File: src/uart_pkg.sv
`default_nettype none

package uart_pkg;

    // one character on the line
    typedef logic [7:0] data_byte_t;

    // oversampling ticks within one bit, 16 per bit
    typedef logic [3:0] tick_cnt_t;

    localparam int DATA_BITS = 8; // 8N1 only

    typedef enum logic [1:0] {
        TX_IDLE,
        TX_START,
        TX_DATA,
        TX_STOP
    } tx_state_t;

    typedef enum logic [1:0] {
        RX_IDLE,
        RX_START,
        RX_DATA,
        RX_STOP
    } rx_state_t;

endpackage

`default_nettype wire
File: src/fifo_if.sv
`timescale 1ns/1ps
`default_nettype none

interface fifo_if;

    logic                  wr;      // write strobe
    uart_pkg::data_byte_t  wr_data;
    logic                  rd;      // read strobe, advances head
    uart_pkg::data_byte_t  rd_data; // always the head entry
    logic                  empty;
    logic                  full;

    // host side
    modport writer (
        output wr, wr_data,
        input  full, empty
    );

    // serializer side
    modport reader (
        output rd,
        input  rd_data, empty
    );

    modport fifo (
        input  wr, wr_data, rd,
        output rd_data, full, empty
    );

endinterface

`default_nettype wire

File: src/uart_top.sv
`timescale 1ns/1ps
`default_nettype none

module uart_top #(
    parameter int BAUD_DIV        = 4, // clocks per 16x tick
    parameter int FIFO_ADDR_WIDTH = 3  // 8 entry transmit FIFO
) (
    input  wire                   i_clk,
    input  wire                   i_reset,

    // host write side of the transmit FIFO
    input  wire                   i_tx_wr,
    input  wire uart_pkg::data_byte_t i_tx_data,
    output logic                  o_tx_full,
    output logic                  o_tx_empty,

    // serial lines
    output logic                  o_txd,
    input  wire                   i_rxd,

    // receive side
    output uart_pkg::data_byte_t  o_rx_data,
    output logic                  o_rx_valid,
    output logic                  o_rx_frame_err
);

    fifo_if tx_fifo_bus ();

    logic tick; // shared by both directions

    // writer side, host strobes go straight in
    assign tx_fifo_bus.wr      = i_tx_wr;
    assign tx_fifo_bus.wr_data = i_tx_data;
    assign o_tx_full           = tx_fifo_bus.full;
    assign o_tx_empty          = tx_fifo_bus.empty;

    baud_tick_gen #(
        .BAUD_DIV (BAUD_DIV)
    ) u_baud_tick_gen (
        .i_clk   (i_clk),
        .i_reset (i_reset),
        .o_tick  (tick)
    );

    fifo_transmitter #(
        .FIFO_ADDR_WIDTH (FIFO_ADDR_WIDTH)
    ) u_fifo_transmitter (
        .i_clk   (i_clk),
        .i_reset (i_reset),
        .f       (tx_fifo_bus.fifo)
    );

    uart_tx u_uart_tx (
        .i_clk   (i_clk),
        .i_reset (i_reset),
        .i_tick  (tick),
        .f       (tx_fifo_bus.reader),
        .o_txd   (o_txd)
    );

    uart_rx u_uart_rx (
        .i_clk          (i_clk),
        .i_reset        (i_reset),
        .i_tick         (tick),
        .i_rxd          (i_rxd),
        .o_rx_data      (o_rx_data),
        .o_rx_valid     (o_rx_valid),
        .o_rx_frame_err (o_rx_frame_err)
    );

endmodule

`default_nettype wire

File: src/uart_rx.sv
`timescale 1ns/1ps
`default_nettype none

module uart_rx (
    input  wire                   i_clk,
    input  wire                   i_reset,
    input  wire                   i_tick,
    input  wire                   i_rxd,
    output uart_pkg::data_byte_t  o_rx_data,
    output logic                  o_rx_valid,
    output logic                  o_rx_frame_err
);

    localparam int BIT_W = $clog2(uart_pkg::DATA_BITS);

    uart_pkg::rx_state_t  state;
    uart_pkg::tick_cnt_t  tick_cnt;
    logic [BIT_W-1:0]     bit_idx;
    uart_pkg::data_byte_t shift_reg;
    logic                 rxd_meta, rxd_sync, rxd_prev;
    logic                 fall_edge;
    logic                 bit_done;

    // two-flop synchronizer plus one stage for edge detect
    always_ff @(posedge i_clk) begin
        if (i_reset) begin
            rxd_meta <= 1'b1;
            rxd_sync <= 1'b1;
            rxd_prev <= 1'b1;
        end else begin
            rxd_meta <= i_rxd;
            rxd_sync <= rxd_meta;
            rxd_prev <= rxd_sync;
        end
    end

    assign fall_edge = rxd_prev & ~rxd_sync;
    assign bit_done  = i_tick & (tick_cnt == uart_pkg::tick_cnt_t'(15));

    always_ff @(posedge i_clk) begin
        if (state == uart_pkg::RX_DATA && bit_done) begin
            shift_reg <= {rxd_sync, shift_reg[7:1]}; // LSB arrives first
        end
        if (state == uart_pkg::RX_STOP && bit_done) begin
            o_rx_data <= shift_reg;
        end
    end

    always_ff @(posedge i_clk) begin
        if (i_reset) begin
            state          <= uart_pkg::RX_IDLE;
            tick_cnt       <= '0;
            bit_idx        <= '0;
            o_rx_valid     <= 1'b0;
            o_rx_frame_err <= 1'b0;
        end else begin
            o_rx_valid     <= 1'b0;
            o_rx_frame_err <= 1'b0;
            case (state)
                uart_pkg::RX_IDLE: begin
                    if (fall_edge) begin
                        state    <= uart_pkg::RX_START;
                        tick_cnt <= '0;
                    end
                end
                uart_pkg::RX_START: begin
                    if (i_tick && tick_cnt == uart_pkg::tick_cnt_t'(7)) begin
                        tick_cnt <= '0;
                        bit_idx  <= '0;
                        // mid start bit, line back high means a glitch
                        state <= rxd_sync ? uart_pkg::RX_IDLE : uart_pkg::RX_DATA;
                    end else if (i_tick) begin
                        tick_cnt <= tick_cnt + 1'b1;
                    end
                end
                uart_pkg::RX_DATA: begin
                    if (bit_done) begin
                        tick_cnt <= '0;
                        if (bit_idx == BIT_W'(uart_pkg::DATA_BITS - 1)) begin
                            state <= uart_pkg::RX_STOP;
                        end else begin
                            bit_idx <= bit_idx + 1'b1;
                        end
                    end else if (i_tick) begin
                        tick_cnt <= tick_cnt + 1'b1;
                    end
                end
                uart_pkg::RX_STOP: begin
                    if (bit_done) begin
                        state          <= uart_pkg::RX_IDLE;
                        tick_cnt       <= '0;
                        o_rx_valid     <= 1'b1;
                        o_rx_frame_err <= ~rxd_sync; // stop must read 1
                    end else if (i_tick) begin
                        tick_cnt <= tick_cnt + 1'b1;
                    end
                end
                default: state <= uart_pkg::RX_IDLE;
            endcase
        end
    end

endmodule

`default_nettype wire

File: src/uart_tx.sv
`timescale 1ns/1ps
`default_nettype none

module uart_tx (
    input  wire   i_clk,
    input  wire   i_reset,
    input  wire   i_tick,
    fifo_if.reader f,
    output logic  o_txd
);

    localparam int BIT_W = $clog2(uart_pkg::DATA_BITS);

    uart_pkg::tx_state_t  state;
    uart_pkg::tick_cnt_t  tick_cnt;
    logic [BIT_W-1:0]     bit_idx;
    uart_pkg::data_byte_t shift_reg;
    logic                 bit_done;

    // pop strobe only from idle on a tick
    assign f.rd = (state == uart_pkg::TX_IDLE) & ~f.empty & i_tick;

    assign bit_done = i_tick & (tick_cnt == uart_pkg::tick_cnt_t'(15));

    // frame payload
    always_ff @(posedge i_clk) begin
        if (f.rd) begin
            shift_reg <= f.rd_data; // latch head in the pop cycle
        end else if (state == uart_pkg::TX_DATA && bit_done) begin
            shift_reg <= {1'b0, shift_reg[7:1]}; // LSB first
        end
    end

    always_ff @(posedge i_clk) begin
        if (i_reset) begin
            state    <= uart_pkg::TX_IDLE;
            tick_cnt <= '0;
            bit_idx  <= '0;
            o_txd    <= 1'b1; // line idles high
        end else begin
            case (state)
                uart_pkg::TX_IDLE: begin
                    if (f.rd) begin
                        state    <= uart_pkg::TX_START;
                        tick_cnt <= '0;
                        o_txd    <= 1'b0; // start bit
                    end
                end
                uart_pkg::TX_START: begin
                    if (bit_done) begin
                        state    <= uart_pkg::TX_DATA;
                        tick_cnt <= '0;
                        bit_idx  <= '0;
                        o_txd    <= shift_reg[0];
                    end else if (i_tick) begin
                        tick_cnt <= tick_cnt + 1'b1;
                    end
                end
                uart_pkg::TX_DATA: begin
                    if (bit_done) begin
                        tick_cnt <= '0;
                        if (bit_idx == BIT_W'(uart_pkg::DATA_BITS - 1)) begin
                            state <= uart_pkg::TX_STOP;
                            o_txd <= 1'b1; // stop bit
                        end else begin
                            bit_idx <= bit_idx + 1'b1;
                            o_txd   <= shift_reg[1]; // next bit after shift
                        end
                    end else if (i_tick) begin
                        tick_cnt <= tick_cnt + 1'b1;
                    end
                end
                uart_pkg::TX_STOP: begin
                    if (bit_done) begin
                        state    <= uart_pkg::TX_IDLE;
                        tick_cnt <= '0;
                    end else if (i_tick) begin
                        tick_cnt <= tick_cnt + 1'b1;
                    end
                end
                default: state <= uart_pkg::TX_IDLE;
            endcase
        end
    end

endmodule

`default_nettype wire

File: src/fifo_transmitter.sv
`timescale 1ns/1ps
`default_nettype none

module fifo_transmitter #(
    parameter int FIFO_ADDR_WIDTH = 3 // depth is 2**FIFO_ADDR_WIDTH
) (
    input wire i_clk,
    input wire i_reset,
    fifo_if.fifo f
);

    localparam int DEPTH = 2 ** FIFO_ADDR_WIDTH;

    uart_pkg::data_byte_t fifo_mem [DEPTH];

    logic [FIFO_ADDR_WIDTH-1:0] wr_ptr, next_wr_ptr, succ_wr_ptr;
    logic [FIFO_ADDR_WIDTH-1:0] rd_ptr, next_rd_ptr, succ_rd_ptr;
    logic full_reg, empty_reg, next_full, next_empty;
    logic wr_en;

    assign wr_en = f.wr & ~full_reg; // writes while full are dropped

    always_ff @(posedge i_clk) begin
        if (wr_en) begin
            fifo_mem[wr_ptr] <= f.wr_data;
        end
    end

    always_ff @(posedge i_clk) begin
        if (i_reset) begin
            wr_ptr    <= '0;
            rd_ptr    <= '0;
            full_reg  <= 1'b0;
            empty_reg <= 1'b1;
        end else begin
            wr_ptr    <= next_wr_ptr;
            rd_ptr    <= next_rd_ptr;
            full_reg  <= next_full;
            empty_reg <= next_empty;
        end
    end

    always_comb begin
        succ_wr_ptr = wr_ptr + 1'b1;
        succ_rd_ptr = rd_ptr + 1'b1;

        // hold by default
        next_wr_ptr = wr_ptr;
        next_rd_ptr = rd_ptr;
        next_full   = full_reg;
        next_empty  = empty_reg;

        case ({f.wr, f.rd})
            2'b01: begin // pop
                if (~empty_reg) begin
                    next_rd_ptr = succ_rd_ptr;
                    next_full   = 1'b0;
                    if (succ_rd_ptr == wr_ptr) begin
                        next_empty = 1'b1;
                    end
                end
            end
            2'b10: begin // push
                if (~full_reg) begin
                    next_wr_ptr = succ_wr_ptr;
                    next_empty  = 1'b0;
                    if (succ_wr_ptr == rd_ptr) begin
                        next_full = 1'b1;
                    end
                end
            end
            2'b11: begin
                if (empty_reg) begin
                    // nothing to pop, only the write lands
                    next_wr_ptr = succ_wr_ptr;
                    next_empty  = 1'b0;
                end else if (full_reg) begin
                    // no room, only the read lands
                    next_rd_ptr = succ_rd_ptr;
                    next_full   = 1'b0;
                end else begin
                    next_wr_ptr = succ_wr_ptr; // occupancy unchanged
                    next_rd_ptr = succ_rd_ptr;
                end
            end
            default: ;
        endcase
    end

    assign f.rd_data = fifo_mem[rd_ptr];
    assign f.full    = full_reg;
    assign f.empty   = empty_reg;

endmodule

`default_nettype wire

File: src/baud_tick_gen.sv
`timescale 1ns/1ps
`default_nettype none

module baud_tick_gen #(
    parameter int BAUD_DIV = 4 // clocks per oversampling tick
) (
    input  wire  i_clk,
    input  wire  i_reset,
    output logic o_tick
);

    // keep at least one bit even for a divisor of 1
    localparam int CNT_W = (BAUD_DIV > 1) ? $clog2(BAUD_DIV) : 1;

    logic [CNT_W-1:0] div_cnt;

    always_ff @(posedge i_clk) begin
        if (i_reset) begin
            div_cnt <= '0;
            o_tick  <= 1'b0;
        end else if (div_cnt == CNT_W'(BAUD_DIV - 1)) begin
            div_cnt <= '0;
            o_tick  <= 1'b1; // one cycle on wrap
        end else begin
            div_cnt <= div_cnt + 1'b1;
            o_tick  <= 1'b0;
        end
    end

endmodule

`default_nettype wire

File: config.mk
export PLATFORM = sky130hd
export DESIGN_NAME = uart_top
export DESIGN_NICKNAME = d
export VERILOG_FILES = /design/src/uart_pkg.sv /design/src/fifo_if.sv /design/src/uart_top.sv /design/src/uart_rx.sv /design/src/uart_tx.sv /design/src/fifo_transmitter.sv /design/src/baud_tick_gen.sv
export SDC_FILE = /design/constraint.sdc
export NUM_CORES = 1
export LEC_CHECK = 0
export BUFFER_PORTS_ARGS = -buffer_cell sky130_fd_sc_hd__buf_2
export CORE_MARGIN = 3
export CORE_UTILIZATION = 50
export CTS_BUF_LIST = sky130_fd_sc_hd__clkbuf_2 sky130_fd_sc_hd__clkbuf_4 sky130_fd_sc_hd__clkbuf_8
export DETAILED_ROUTE_END_ITERATION = 7
export PLACE_DENSITY = 0.73
export SYNTH_ARGS = -nofsm -noshare
export SYNTH_HDL_FRONTEND = slang
export SYNTH_SLANG_ARGS = --single-unit
export TNS_END_PERCENT = 1
File: constraint.sdc
create_clock -name i_clk -period 2.11 [get_ports i_clk]
set_input_delay 0.211 -clock i_clk [delete_from_list [all_inputs] [get_ports i_clk]]
set_output_delay 0.211 -clock i_clk [all_outputs]
set_load 0.05 [all_outputs]
# After elaboration in Yosys (flattened, before gate mapping)
# Memories as Yosys holds them, arrays and structs flattened. A register that Yosys moved wholly into a read port is not among the register bits.
# Index checks and enable logic that the tools add are counted.
[totals] reg_bits=59 ramBits=64 in_bits=12 output_inout_bits=13 elab_cells=154 mem_count=1
[mem_list] name="u_fifo_transmitter.fifo_mem" depth=8 word_bits=8 read_ports=1 rd_clocked_by_memory_dff=1 write_ports=1 line="fifo_transmitter.sv:14" rtl="uart_pkg::data_byte_t fifo_mem [DEPTH];"
[classes] addsub=7 n_eq_ne=32 n_mux=54 n_bitwise=11 reduce_logical=28
[ops] op="3-bit 2-to-1 mux" count=10
[ops] op="4-bit 2-to-1 mux" count=7
[ops] op="2-bit 2-to-1 mux" count=11
[ops] op="3-bit one-hot mux with 2 select lines" count=3
[ops] op="8-bit 2-to-1 mux" count=2
[ops] op="2-bit one-hot mux with 4 select lines" count=2
[ops] op="2-bit equality test, second input constant" count=7
[ops] op="1-bit 2-to-1 mux" count=14
[ops] op="2-bit by 1-bit != test with 1-bit output, second input constant" count=7
[ops] op="2-bit != test, second input constant" count=7
[ops] op="3-bit by 1-bit adder with 3-bit output, second input constant" count=4
[ops] op="4-bit one-hot mux with 3 select lines" count=1
[ops] op="4-bit AND reduction" count=3
[ops] op="5-bit AND reduction" count=2
[ops] op="2-bit nonzero test" count=5
[ops] op="4-bit by 1-bit adder with 4-bit output, second input constant" count=2
[ops] op="4-bit equality test, second input constant" count=2
[ops] op="4-bit one-hot mux with 2 select lines" count=1
[ops] op="2-bit AND reduction" count=4
[ops] op="2-bit OR reduction" count=4
[ops] op="1-bit AND" count=6
[ops] op="2-bit by 1-bit equality test with 1-bit output, second input constant" count=3
[ops] op="3-bit equality test" count=2
[ops] op="3-bit equality test, second input constant" count=2
[ops] op="other kinds (10)" count=21

# Longest topological paths before layout
# Gate-level depths: netlist (run 1).
[depth] word_depth=8 mapped_depth=7 depth_no_buf=6

# By module
# Synthesis (run 1) repeated with hierarchy kept, for this count alone.
[hier_totals] hier_cells=369 hier_area_um2=5362.6
[modules_own_cells] module="fifo_transmitter" n_inst=1 cells_each=159 area_per_inst_um2=3030.4
[modules_own_cells] module="uart_rx" n_inst=1 cells_each=97 area_per_inst_um2=1242.4
[modules_own_cells] module="uart_tx" n_inst=1 cells_each=106 area_per_inst_um2=985.9
[modules_own_cells] module="baud_tick_gen" n_inst=1 cells_each=7 area_per_inst_um2=103.8

# Least setup slack after synthesis (run 1)
# Ideal clock, no wire load.
[synth_path] path_type="flip-flop to flip-flop" startpoint="reg u_fifo_transmitter.empty_reg (netlist: u_fifo_transmitter.f.empty)" endpoint="reg u_uart_tx.shift_reg[0], enable pin" arrival_time_ns=1.611 required_time_ns=1.753 path_slack_ns=0.142 stages_incl_launch_ff=5 path_buffers=1 synth_period_minus_slack_ns=1.968 cell_sequence="dfxtp_1 -> nor2b_1 -> nand2_1 -> clkbuf_1 -> o21ai_0"
[synth_between] elab_chain_len=4
[synth_rtl] item="from (decl)" line="fifo_transmitter.sv:18" rtl="logic full_reg, empty_reg, next_full, next_empty;"
[synth_rtl] item="from (signal assigned)" line="fifo_transmitter.sv:39" rtl="empty_reg <= next_empty;"
[synth_rtl] item="1-bit NOT (no line)"
[synth_rtl] item="1-bit AND (2 in series)" line="uart_tx.sv:21" rtl="assign f.rd = (state == uart_pkg::TX_IDLE) & ~f.empty & i_tick;"
[synth_rtl] item="2-bit nonzero test (no line)"
[synth_rtl] item="to (signal assigned)" line="uart_tx.sv:28" rtl="shift_reg <= f.rd_data;"
[synth_rtl] item="to (signal assigned)" line="uart_tx.sv:30" rtl="shift_reg <= {1'b0, shift_reg[7:1]};"
[synth_rtl] item="to (decl)" line="uart_tx.sv:17" rtl="uart_pkg::data_byte_t shift_reg;"
# Every way passes these cells.
# A chain may end at the register's enable or synchronous reset.

# Final worst setup path (run 1)
[layout_path] startpoint="reg u_uart_rx.bit_idx[0]" endpoint="reg u_uart_rx.bit_idx[1]"
[layout_between] elab_chain_len=4 elab_cells_between_ends=7 cone_classes="add/sub: 1; eq/ne: 2; mux: 3; reduce/logical: 1"
[layout_rtl] item="from (decl)" line="uart_rx.sv:18" rtl="logic [BIT_W-1:0] bit_idx;"
[layout_rtl] item="from (signal assigned)" line="uart_rx.sv:82" rtl="bit_idx <= bit_idx + 1'b1;"
[layout_rtl] item="3-bit by 1-bit adder with 3-bit output" line="uart_rx.sv:82"
[layout_rtl] item="3-bit 2-to-1 mux" line="uart_rx.sv:79" rtl="if (bit_idx == BIT_W'(uart_pkg::DATA_BITS - 1)) begin"
[layout_rtl] item="3-bit 2-to-1 mux" line="uart_rx.sv:77" rtl="if (bit_done) begin"
[layout_rtl] item="3-bit one-hot mux with 2 select lines" line="uart_rx.sv:59" rtl="case (state)"
# Several ways; a longest one is shown, not always the timed one. The select of a mux whose other input is x is not followed.

==> flow_metrics.py, run 1 <==
metrics = {
    "pwr": {
        "sequentialPowerShare": 0.537,
        "p_switching_w": 0.00130,
        "pwr-share-clk": 0.389,
        "combPwrFrac": 0.074,
        "p_int_w": 0.00383,
        "switching_share": 0.253,
        "p_per_area_nw_per_um2": 875,
        "vdd_ir_drop_max_uv": 524,
        "leakagePower_nw": 2.06,
    },
    "global_routing": {
        "grt-ovfl-total": 0,
        "grt.total_usage": 0.161,
        "antenna_found_initial": 0,
        "grt_pass1_vias": 2893,
        "grt_pass1_wl_mm": 14.2,
        "grt_max_degree": 40,
    },
    "floorplan": {
        "io_pins": 25,
        "die_h_um": 107,
        "start_util": 0.519,
        "dieArea_sq_um": 11500,
        "core_area_sq_um": 9910,
        "rows": 36,
        "die_w_um": 107,
    },
    "routing": {
        "wire_per_inst_um": 15.1,
        "firstDrtPassIters": 4,
        "ant_nets": 0,
        "drt_iter0_drc": 238,
        "met1_length_mm": 3.94,
        "drt-vias-per-instance": 5.41,
        "dr_wl_met2_mm": 3.82,
        "drc_errors": 0,
        "vias": 2979,
        "top_layer": "met4",
        "wl_met3_um": 417,
        "totalWireLength_mm": 8.33,
    },
    "clocking": {
        "cts.sinks": 126,
        "cts_buffers": 17,
        "htreeDepth": 4,
        "clk_latency_ns": 0.43,
        "clock_path_buffers": 2,
        "cts_tree": "done",
        "clockRootBuffer": "clkbuf_8",
        "cts_resized": 0,
        "cts_setup_buffers": 0,
        "clk_pin_slew_worst_paths_ns": 0.08,
    },
    "cells_and_area": {
        "final_cell_mix": "edfxtp_1, dfxtp_1, nor2_1, nand2_1, buf_2",
        "area_delta_synth_final_pct": 14.0,
        "finalNetCount": 431,
        "final_layout_size_suffix_gt1_frac": 0.227,
        "largest_register": "u_fifo_transmitter.fifo_mem",
        "largest_reg_flops": 64,
        "final_common_cell": "edfxtp_1",
        "insertedDiodeCount": 0,
        "utilization": 0.592,
    },
    "critical_path": {
        "reg2reg_slack_ns": 0.33,
        "worst_r2r_path_depth": 6,
        "cp-start-kind": "register",
        "rr_endpoint": "u_uart_rx.bit_idx[1]$_SDFFE_PP0P_",
        "r2r_start": "u_uart_rx.bit_idx[0]$_SDFFE_PP0P_",
        "crit_path_end_kind": "register",
        "worstSetupPathType": "register to register",
        "critPathMaxFanout": 6,
        "worstPathArrival_ns": 2.14,
        "required_ns": 2.47,
    },
    "placement": {
        "gp_congestion": 0.838,
        "port_buffers": 24,
        "dp_hpwl_mm": 5.43,
    },
    "hold_path": {
        "hold_start": "i_tx_data[2]",
        "hold_class": "primary input to register",
        "hold-path-endpoint": "u_fifo_transmitter.fifo_mem[3][2]$_DFFE_PP_",
        "min_path_cells": 1,
    },
    "sta": {
        "setup_tns_ns": 0,
        "rsz0062_at_grt": "false",
        "finalCritPeriodShare": 0.845,
        "worst_pin_slew_ns": 0.676,
        "max_freq_mhz": 561,
        "drv_slew": 0,
        "setup_viol": 0,
        "hold_viol_final": 0,
        "clock_skew_ns": 0.0132,
        "finalCriticalPeriod_ns": 1.78,
        "hold_ws_ns": 0.0507,
        "slew_headroom": 0.550,
    },
    "synthesis": {
        "synth_area_sq_um": 5150,
        "async_flop_share": 0,
        "synth_cells": 365,
        "ys_ff_latch": 126,
        "ys.flop_type": "edfxtp_1",
        "ys_seq_area_frac": 0.661,
        "ys_warn_count": 0,
        "syn_nets": 391,
        "avgSynthCellArea_sq_um": 14.1,
        "ys_types": 52,
        "synth_edf_count": 88,
    },
    "run_status": {
        "outcome": "finished, final reports clean",
    },
    "flow_run": {
        "maxCapViolCount": 0,
    },
}
-- area by class of cell --
cell class | count | area, sq um
Fill cell | 744 | 4040
Sequential cell | 126 | 3400
Multi-Input combinational cell | 207 | 1610
Timing Repair Buffer | 39 | 248
Clock buffer | 17 | 234
Tap cell | 133 | 166
Clock inverter | 15 | 154
Inverter | 14 | 52.6
-- cell families (layout without fill, tap and decap cells) --
group | after synthesis | count (layout) | share of synthesized area
flip-flops | 126 | 126 | 0.661
AND/OR/NAND/NOR | 101 | 101 | 0.104
AO/OA/AOI/OAI | 54 | 54 | 0.0642
buffers and inverters | 32 | 85 | 0.0265
multiplexers | 27 | 27 | 0.0916
adder cells (fa/ha/maj) | 14 | 14 | 0.0340
XOR/XNOR | 11 | 11 | 0.0187
-- per-stage QoR --
| stage | setup slack (ns) | total power (W) | instances | instance area, sq um |
|---|---|---|---|---|
| 2_1_floorplan | 0.142 | 0.00308 | 365 | 5150 |
| 3_3_place_gp | 0.400 | 0.00317 | 518 | 5470 |
| 3_5_place_dp | 0.339 | 0.00319 | 518 | 5470 |
| 4_1_cts | 0.314 | 0.00519 | 551 | 5870 |
| 5_1_grt | 0.207 | 0.00535 | 551 | 5870 |
| 6_report | 0.327 | 0.00513 | 551 | 5870 |
-- worst max path at each step --
stage | to | start | cells after the start
global placement | u_uart_rx.bit_idx[1]$_SDFFE_PP0P_ | u_uart_rx.bit_idx[0]$_SDFFE_PP0P_ | 6
global route | u_uart_rx.o_rx_data[0]$_DFFE_PP_ | register | 3
detailed placement | u_uart_rx.bit_idx[1]$_SDFFE_PP0P_ | u_uart_rx.bit_idx[0]$_SDFFE_PP0P_ | 6
floorplan | u_uart_tx.shift_reg[0]$_DFFE_PP_ | u_fifo_transmitter.f.empty$_SDFFE_PP1P_ | 4
CTS | u_uart_rx.bit_idx[1]$_SDFFE_PP0P_ | u_uart_rx.bit_idx[0]$_SDFFE_PP0P_ | 6
finish | u_uart_rx.bit_idx[1]$_SDFFE_PP0P_ | u_uart_rx.bit_idx[0]$_SDFFE_PP0P_ | 6
-- power by group through the flow --
stage | registers [W] | logic [W] | clock network (W)
2_1_floorplan | 0.00281 | 0.000268 | 0
3_3_place_gp | 0.00281 | 0.000368 | 0
3_5_place_dp | 0.00281 | 0.000377 | 0
4_1_cts | 0.00276 | 0.000382 | 0.00205
5_1_grt | 0.00277 | 0.000429 | 0.00215
6_report | 0.00276 | 0.000381 | 0.00200
-- synth_stat cells (all sizes together) (2+ instances only) --
cell,n,area share
nor2b,4,0.0049
nand2b,4,0.0049
edfxtp,88,0.51
a32oi,2,0.0034
or3,2,0.0024
nor3b,3,0.0053
nand2,24,0.018
ha,14,0.034
o21ai,19,0.019
buf,7,0.0083
clkbuf,11,0.0080
nor2,27,0.020
nor4,4,0.0049
or2,5,0.0061
inv,14,0.010
nor3,8,0.0078
and3,2,0.0034
mux4,16,0.070
nand3,5,0.0049
a31oi,3,0.0036
nand4,2,0.0024
nand4b,3,0.0051
or4b,3,0.0058
a211o,2,0.0034
xor2,7,0.012
dfxtp,38,0.15
xnor2,4,0.0068
a21oi,16,0.016
o22ai,2,0.0024
mux2i,10,0.019
-- metal layers --
metal  up-vias  track usage
li1       1462            -
met1      1434        0.219
met2        68        0.242
met3        15       0.0486
met4         0       0.0685
met5         -            0
-- worst max-delay path: stages (launching register included) --
cell	delay, ns
dfxtp_1	0.33
ha_1	0.20
ha_1	0.19
and4bb_1	0.28
o21ai_2	0.09
or4b_1	0.47
a21oi_1	0.15
-- timing repair --
action,CTS,global route
setup endpoints to repair,0,0
hold buffers,1,0
endpoints found under the hold margin,1,0
No activity file was read; power rests on OpenSTA's default activity.
==> run 2, diff against run 1 <==
Settings changed: PLACE_DENSITY 0.73 to 0.76.
Clock period 2.11 ns to 1.6 ns, I/O delays scaled along.
==> run 2 against run 1 <==
Largest cell class unchanged. Sequential power rose by 32%. Routed wire length rose by 15%. Worst hold slack got worse by 0.0095 ns. The flow now finishes with violations (setup timing).
==> flow_metrics.py, run 2 (synthesis results as in run 1) <==
metrics = {
    "run_status": {
        "outcome": "complete, but fails checks",
        "violations": "setup timing",
    },
    "flow_run": {
        "maxCapViolCount": 0,
    },
    "clocking": {
        "cts_tree": "done",
        "htreeDepth": 4,
        "clock_path_buffers": 2,
        "clockRootBuffer": "clkbuf_8",
        "clk_pin_slew_worst_paths_ns": 0.07,
        "cts_buffers": 17,
        "cts.sinks": 126,
        "clk_latency_ns": 0.43,
    },
    "cells_and_area": {
        "insertedDiodeCount": 0,
        "final_cell_mix": "edfxtp_1, buf_4, dfxtp_1, nor2_1",
        "finalInstanceArea_sq_um": 6250,
        "final_cell_count_no_fill": 581,
        "fillers": 709,
        "area_delta_synth_final_pct": 21.4,
        "finalNetCount": 461,
        "final_common_cell": "edfxtp_1",
        "multiInputGateArea_sq_um": 1680,
        "largest_reg_flops": 64,
        "regArea_sq_um": 3410,
        "final_layout_size_suffix_gt1_frac": 0.310,
        "largest_register": "u_fifo_transmitter.fifo_mem",
        "utilization": 0.630,
    },
    "critical_path": {
        "cp_common_cell": "ha_4",
        "cp-start-kind": "register",
        "critPathMaxFanout": 4,
        "required_ns": 1.96,
        "worst_r2r_path_depth": 6,
        "worstSetupPathType": "register to register",
        "critPathSlowestCell": "or4b_4",
        "crit_path_end_kind": "register",
        "worstPathArrival_ns": 2.06,
        "slowest_delay_ns": 0.49,
        "crit_chain": "ha_4 -> ha_4 -> and4bb_1 -> o21ai_4 -> or4b_4 -> a21oi_2",
    },
    "routing": {
        "ant_nets": 0,
        "drc_errors": 0,
        "drt_iter0_drc": 172,
        "wire_per_inst_um": 16.5,
        "totalWireLength_mm": 9.56,
        "drt-vias-per-instance": 5.44,
        "firstDrtPassIters": 6,
        "vias": 3160,
    },
    "pwr": {
        "leakagePower_nw": 2.21,
        "combPwrFrac": 0.085,
        "p_int_w": 0.00526,
        "power_w": 0.00703,
        "sequentialPowerShare": 0.517,
        "pwr-share-clk": 0.398,
        "p_per_area_nw_per_um2": 1120,
        "p_switching_w": 0.00176,
        "switching_share": 0.251,
        "vdd_ir_drop_max_uv": 814,
    },
    "placement": {
        "post_dp_cell_area_sq_um": 5620,
        "dpl.cell_count": 534,
        "dp_hpwl_mm": 6.15,
        "port_buffers": 24,
        "gp_congestion": 0.805,
    },
    "sta": {
        "post-route-worst-setup-slack_ns": -0.102,
        "clock_skew_ns": 0.0111,
        "max_freq_mhz": 588,
        "finalCriticalPeriod_ns": 1.70,
        "slew_headroom": 0.653,
        "hold_ws_ns": 0.0412,
        "finalCritPeriodShare": 1.06,
        "rsz0062_at_grt": "true",
        "setup_viol": 3,
        "drv_slew": 0,
        "hold_viol_final": 0,
        "worst_pin_slew_ns": 0.521,
    },
    "global_routing": {
        "grt_max_degree": 29,
        "grt_pass1_wl_mm": 15.6,
        "grt_pass1_vias": 3121,
        "grt.total_usage": 0.179,
        "grt-ovfl-total": 0,
        "antenna_found_initial": 0,
    },
    "floorplan": {
        "die_w_um": 107,
        "io_pins": 25,
        "core_area_sq_um": 9910,
        "dieArea_sq_um": 11500,
        "rows": 36,
        "die_h_um": 107,
        "start_util": 0.519,
    },
    "hold_path": {
        "hold_class": "primary input to register",
        "min_path_cells": 1,
    },
}
==> run 2: worst paths after layout <==
path | from | endpoint | slack (ns)
worst max-delay path | u_uart_rx.bit_idx[1]$_SDFFE_PP0P_ | u_uart_rx.bit_idx[0]$_SDFFE_PP0P_ | -0.10
worst min-delay path | i_tx_data[0] | u_fifo_transmitter.fifo_mem[3][0]$_DFFE_PP_ | 0.04
worst max register to register | u_uart_rx.bit_idx[1]$_SDFFE_PP0P_ | u_uart_rx.bit_idx[0]$_SDFFE_PP0P_ | -0.10
worst min register to register | u_uart_rx.rxd_meta$_SDFF_PP1_ | u_uart_rx.rxd_sync$_SDFF_PP1_ | 0.41
==> run 2: metal layers <==
metal  GRT usage  vias to the layer above  share of wire
met2       0.290                       74           0.51
li1            -                     1514              -
met4      0.0757                        0          0.020
met3      0.0516                       16          0.044
met5           0                        -              0
met1       0.228                     1556           0.43
==> run 2: timing repair <==
| item | 4_1_cts | 5_1_grt |
|---|---|---|
| hold buffers | 8 | 0 |
| resized for setup | 7 | 20 |
| pin swaps | 6 | 7 |
| hold endpoints to repair | 57 | 0 |
| setup buffers | 3 | 4 |
| endpoints found under the setup margin | 3 | 40 |
==> run 2: metrics by stage <==
stage | setup TNS, ns | setup slack (ns)
4_1_cts | -0.310 | -0.164
3_5_place_dp | -0.512 | -0.172
3_3_place_gp | -0.301 | -0.109
5_1_grt | -0.496 | -0.159
6_report | -0.301 | -0.102
2_1_floorplan | -7.79 | -0.228
==> run 2: cell type report <==
class,count,area share
Timing Repair Buffer,69,0.0837
Tap cell,133,0.0266
Multi-Input combinational cell,207,0.269
Sequential cell,126,0.546
Clock buffer,17,0.0375
Clock inverter,15,0.0282
Inverter,14,0.00841
==> run 2: power by group through the flow <==
| stage | sequential (W) | clock [W] | combinational, W |
|---|---|---|---|
| 2_1_floorplan | 0.00371 | 0 | 0.000355 |
| 3_5_place_dp | 0.00370 | 0 | 0.000551 |
| 3_3_place_gp | 0.00369 | 0 | 0.000536 |
| 5_1_grt | 0.00364 | 0.00299 | 0.000660 |
| 6_report | 0.00363 | 0.00280 | 0.000595 |
| 4_1_cts | 0.00363 | 0.00283 | 0.000572 |
==> run 2: worst max-delay path: cells and delay by family (launching register included) <==
family / cells / cell delay [ns]
fa+ha+maj: 2 / 0.31
simple gates: 2 / 0.79
flops: 1 / 0.34
compound gates: 2 / 0.20
==> run 3, diff against run 2 <==
Settings changed: TNS_END_PERCENT 1 to default.
==> run 3 against run 2 <==
Sequential power about the same. Combinational power up 5.2%. Fmax down 0.47%. Sequential share of layout area down 0.69 points. Critical path type unchanged. The run still ends with setup timing left. Worst hold slack better by 0.061 ns. Count of clock-buffer cells in the layout up 3. Design area up 1.2%. Flip-flop and latch count unchanged. Largest cell class unchanged.
==> flow_metrics.py, run 3 (synthesis results as in run 1) <==
metrics = {
    "run_status": {
        "outcome": "complete, but fails checks",
        "violations": "setup timing",
    },
    "routing": {
        "totalWireLength_mm": 9.79,
        "wire_per_inst_um": 16.7,
        "firstDrtPassIters": 5,
        "drt_iter0_drc": 231,
        "drc_errors": 0,
        "ant_nets": 0,
        "vias": 3201,
        "drt-vias-per-instance": 5.45,
    },
    "critical_path": {
        "critPathBufInv": 0,
        "slowest_delay_ns": 0.49,
        "worst_r2r_path_depth": 6,
        "crit_path_end_kind": "register",
        "worstSetupPathType": "register to register",
        "critPathSlowestCell": "or4b_4",
        "cp_common_cell": "ha_2",
        "rr_endpoint": "u_uart_rx.bit_idx[0]$_SDFFE_PP0P_",
        "worstPathArrival_ns": 2.07,
        "worstSetupPathDepth": 6,
        "crit_chain": "ha_2 -> ha_2 -> and4bb_1 -> o21ai_4 -> or4b_4 -> a21oi_2",
        "cp-start-kind": "register",
        "critPathMaxFanout": 5,
        "reg2reg_slack_ns": -0.11,
        "worstSetupEndpoint": "u_uart_rx.bit_idx[0]$_SDFFE_PP0P_",
        "required_ns": 1.96,
        "r2r_start": "u_uart_rx.bit_idx[0]$_SDFFE_PP0P_",
        "path_delay_family": "simple AND/OR/NAND/NOR gates",
        "startpoint": "u_uart_rx.bit_idx[0]$_SDFFE_PP0P_",
    },
    "cells_and_area": {
        "fillers": 694,
        "area_delta_synth_final_pct": 22.9,
        "final_cell_count_no_fill": 587,
        "largest_register": "u_fifo_transmitter.fifo_mem",
        "final_common_cell": "edfxtp_1",
        "regArea_sq_um": 3410,
        "insertedDiodeCount": 0,
        "final_layout_size_suffix_gt1_frac": 0.319,
        "largest_reg_flops": 64,
        "final_cell_mix": "edfxtp_1, buf_4, dfxtp_1, nor2_1",
        "multiInputGateArea_sq_um": 1680,
        "finalNetCount": 467,
    },
    "sta": {
        "finalCriticalPeriod_ns": 1.71,
        "rsz0062_at_grt": "true",
        "setup_viol": 3,
        "max_freq_mhz": 585,
        "hold_viol_final": 0,
        "hold_ws_ns": 0.102,
        "setup_tns_ns": -0.317,
        "drv_slew": 0,
        "post-route-worst-setup-slack_ns": -0.110,
        "clock_skew_ns": 0.0178,
        "slew_headroom": 0.762,
        "worst_pin_slew_ns": 0.357,
        "finalCritPeriodShare": 1.07,
    },
    "floorplan": {
        "io_pins": 25,
        "rows": 36,
        "core_area_sq_um": 9910,
        "die_w_um": 107,
        "dieArea_sq_um": 11500,
        "die_h_um": 107,
        "start_util": 0.519,
    },
    "clocking": {
        "clock_path_buffers": 2,
        "cts.sinks": 126,
        "clk_pin_slew_worst_paths_ns": 0.08,
        "htreeDepth": 4,
        "clk_latency_ns": 0.44,
        "clockRootBuffer": "clkbuf_8",
        "cts_tree": "done",
        "cts_buffers": 17,
    },
    "global_routing": {
        "grt_max_degree": 21,
        "grt.total_usage": 0.185,
        "grt_pass1_vias": 3284,
        "grt-ovfl-total": 0,
        "antenna_found_initial": 0,
        "grt_pass1_wl_mm": 16.0,
    },
    "placement": {
        "dpl.cell_count": 543,
        "port_buffers": 24,
        "gp_congestion": 0.839,
        "dp_hpwl_mm": 6.37,
    },
    "flow_run": {
        "maxCapViolCount": 0,
    },
    "pwr": {
        "leakagePower_nw": 2.27,
        "vdd_ir_drop_max_uv": 693,
        "p_per_area_nw_per_um2": 1120,
        "power_w": 0.00712,
    },
    "hold_path": {
        "hold_class": "primary input to register",
    },
}
-- run 3: changes by cell type in the layout (fill, tap and decap cells not counted), sizes merged --
cell         before  now
inv              21   16
buf              61   65
clkbuf           17   21
bufinv            2    3
clkinvlp          2    3
dlygate4sd3       8    9
-- run 3: how the worst min path moves through the flow --
stage | depth (start not counted) | slack [ns] | from | to
finish | 2 | 0.10 | i_reset | register
global placement | 2 | 0.35 | i_rxd | u_uart_rx.rxd_meta$_SDFF_PP1_
CTS | 1 | 0.003 | i_tx_data[1] | u_fifo_transmitter.fifo_mem[2][1]$_DFFE_PP_
global route | 2 | 0.12 | i_reset | u_fifo_transmitter.rd_ptr[2]$_SDFFE_PP0P_
detailed placement | 2 | 0.35 | i_rxd | u_uart_rx.rxd_meta$_SDFF_PP1_
floorplan | 0 | 0.26 | i_tx_data[0] | u_fifo_transmitter.fifo_mem[0][0]$_DFFE_PP_
-- run 3: metal layers --
metal	vias to the layer above	wire (um)	global-route usage
met5	-	0	0
met4	0	210	0.0920
met3	20	448	0.0486
met2	76	4870	0.297
met1	1575	4260	0.235
li1	1530	-	-
-- run 3: report_power, final --
| part | total, W | switching [W] | internal [W] |
|---|---|---|---|
| logic | 0.000626 | 0.000346 | 0.000280 |
| registers | 0.00363 | 0.0000604 | 0.00357 |
| clock network | 0.00286 | 0.00126 | 0.00160 |
-- run 3: timing repair --
item	4_1_cts	5_1_grt
gates cloned	0	1
pin swaps	1	2
hold buffers	8	1
setup endpoints to repair	11	30
endpoints found under the hold margin	57	5
resized for setup	3	17
setup buffers	0	2
-- run 3: per-stage QoR --
step                      setup slack (ns)  area, sq um  utilization
after global placement             -0.0276         5720        0.577
after global routing                -0.188         6320        0.638
after CTS                           -0.119         6230        0.628
after detailed placement            -0.139         5720        0.577
final                               -0.110         6320        0.638
after floorplan                    -0.0222         5190            -
-- run 3: final cells by class --
class	instances	share of cell area
sequential	126	0.539
timing repair buffer	75	0.0936
multi-input combinational	207	0.266
tap	133	0.0263
inverter	14	0.00870
clock inverter	12	0.0255
clock buffer	20	0.0406
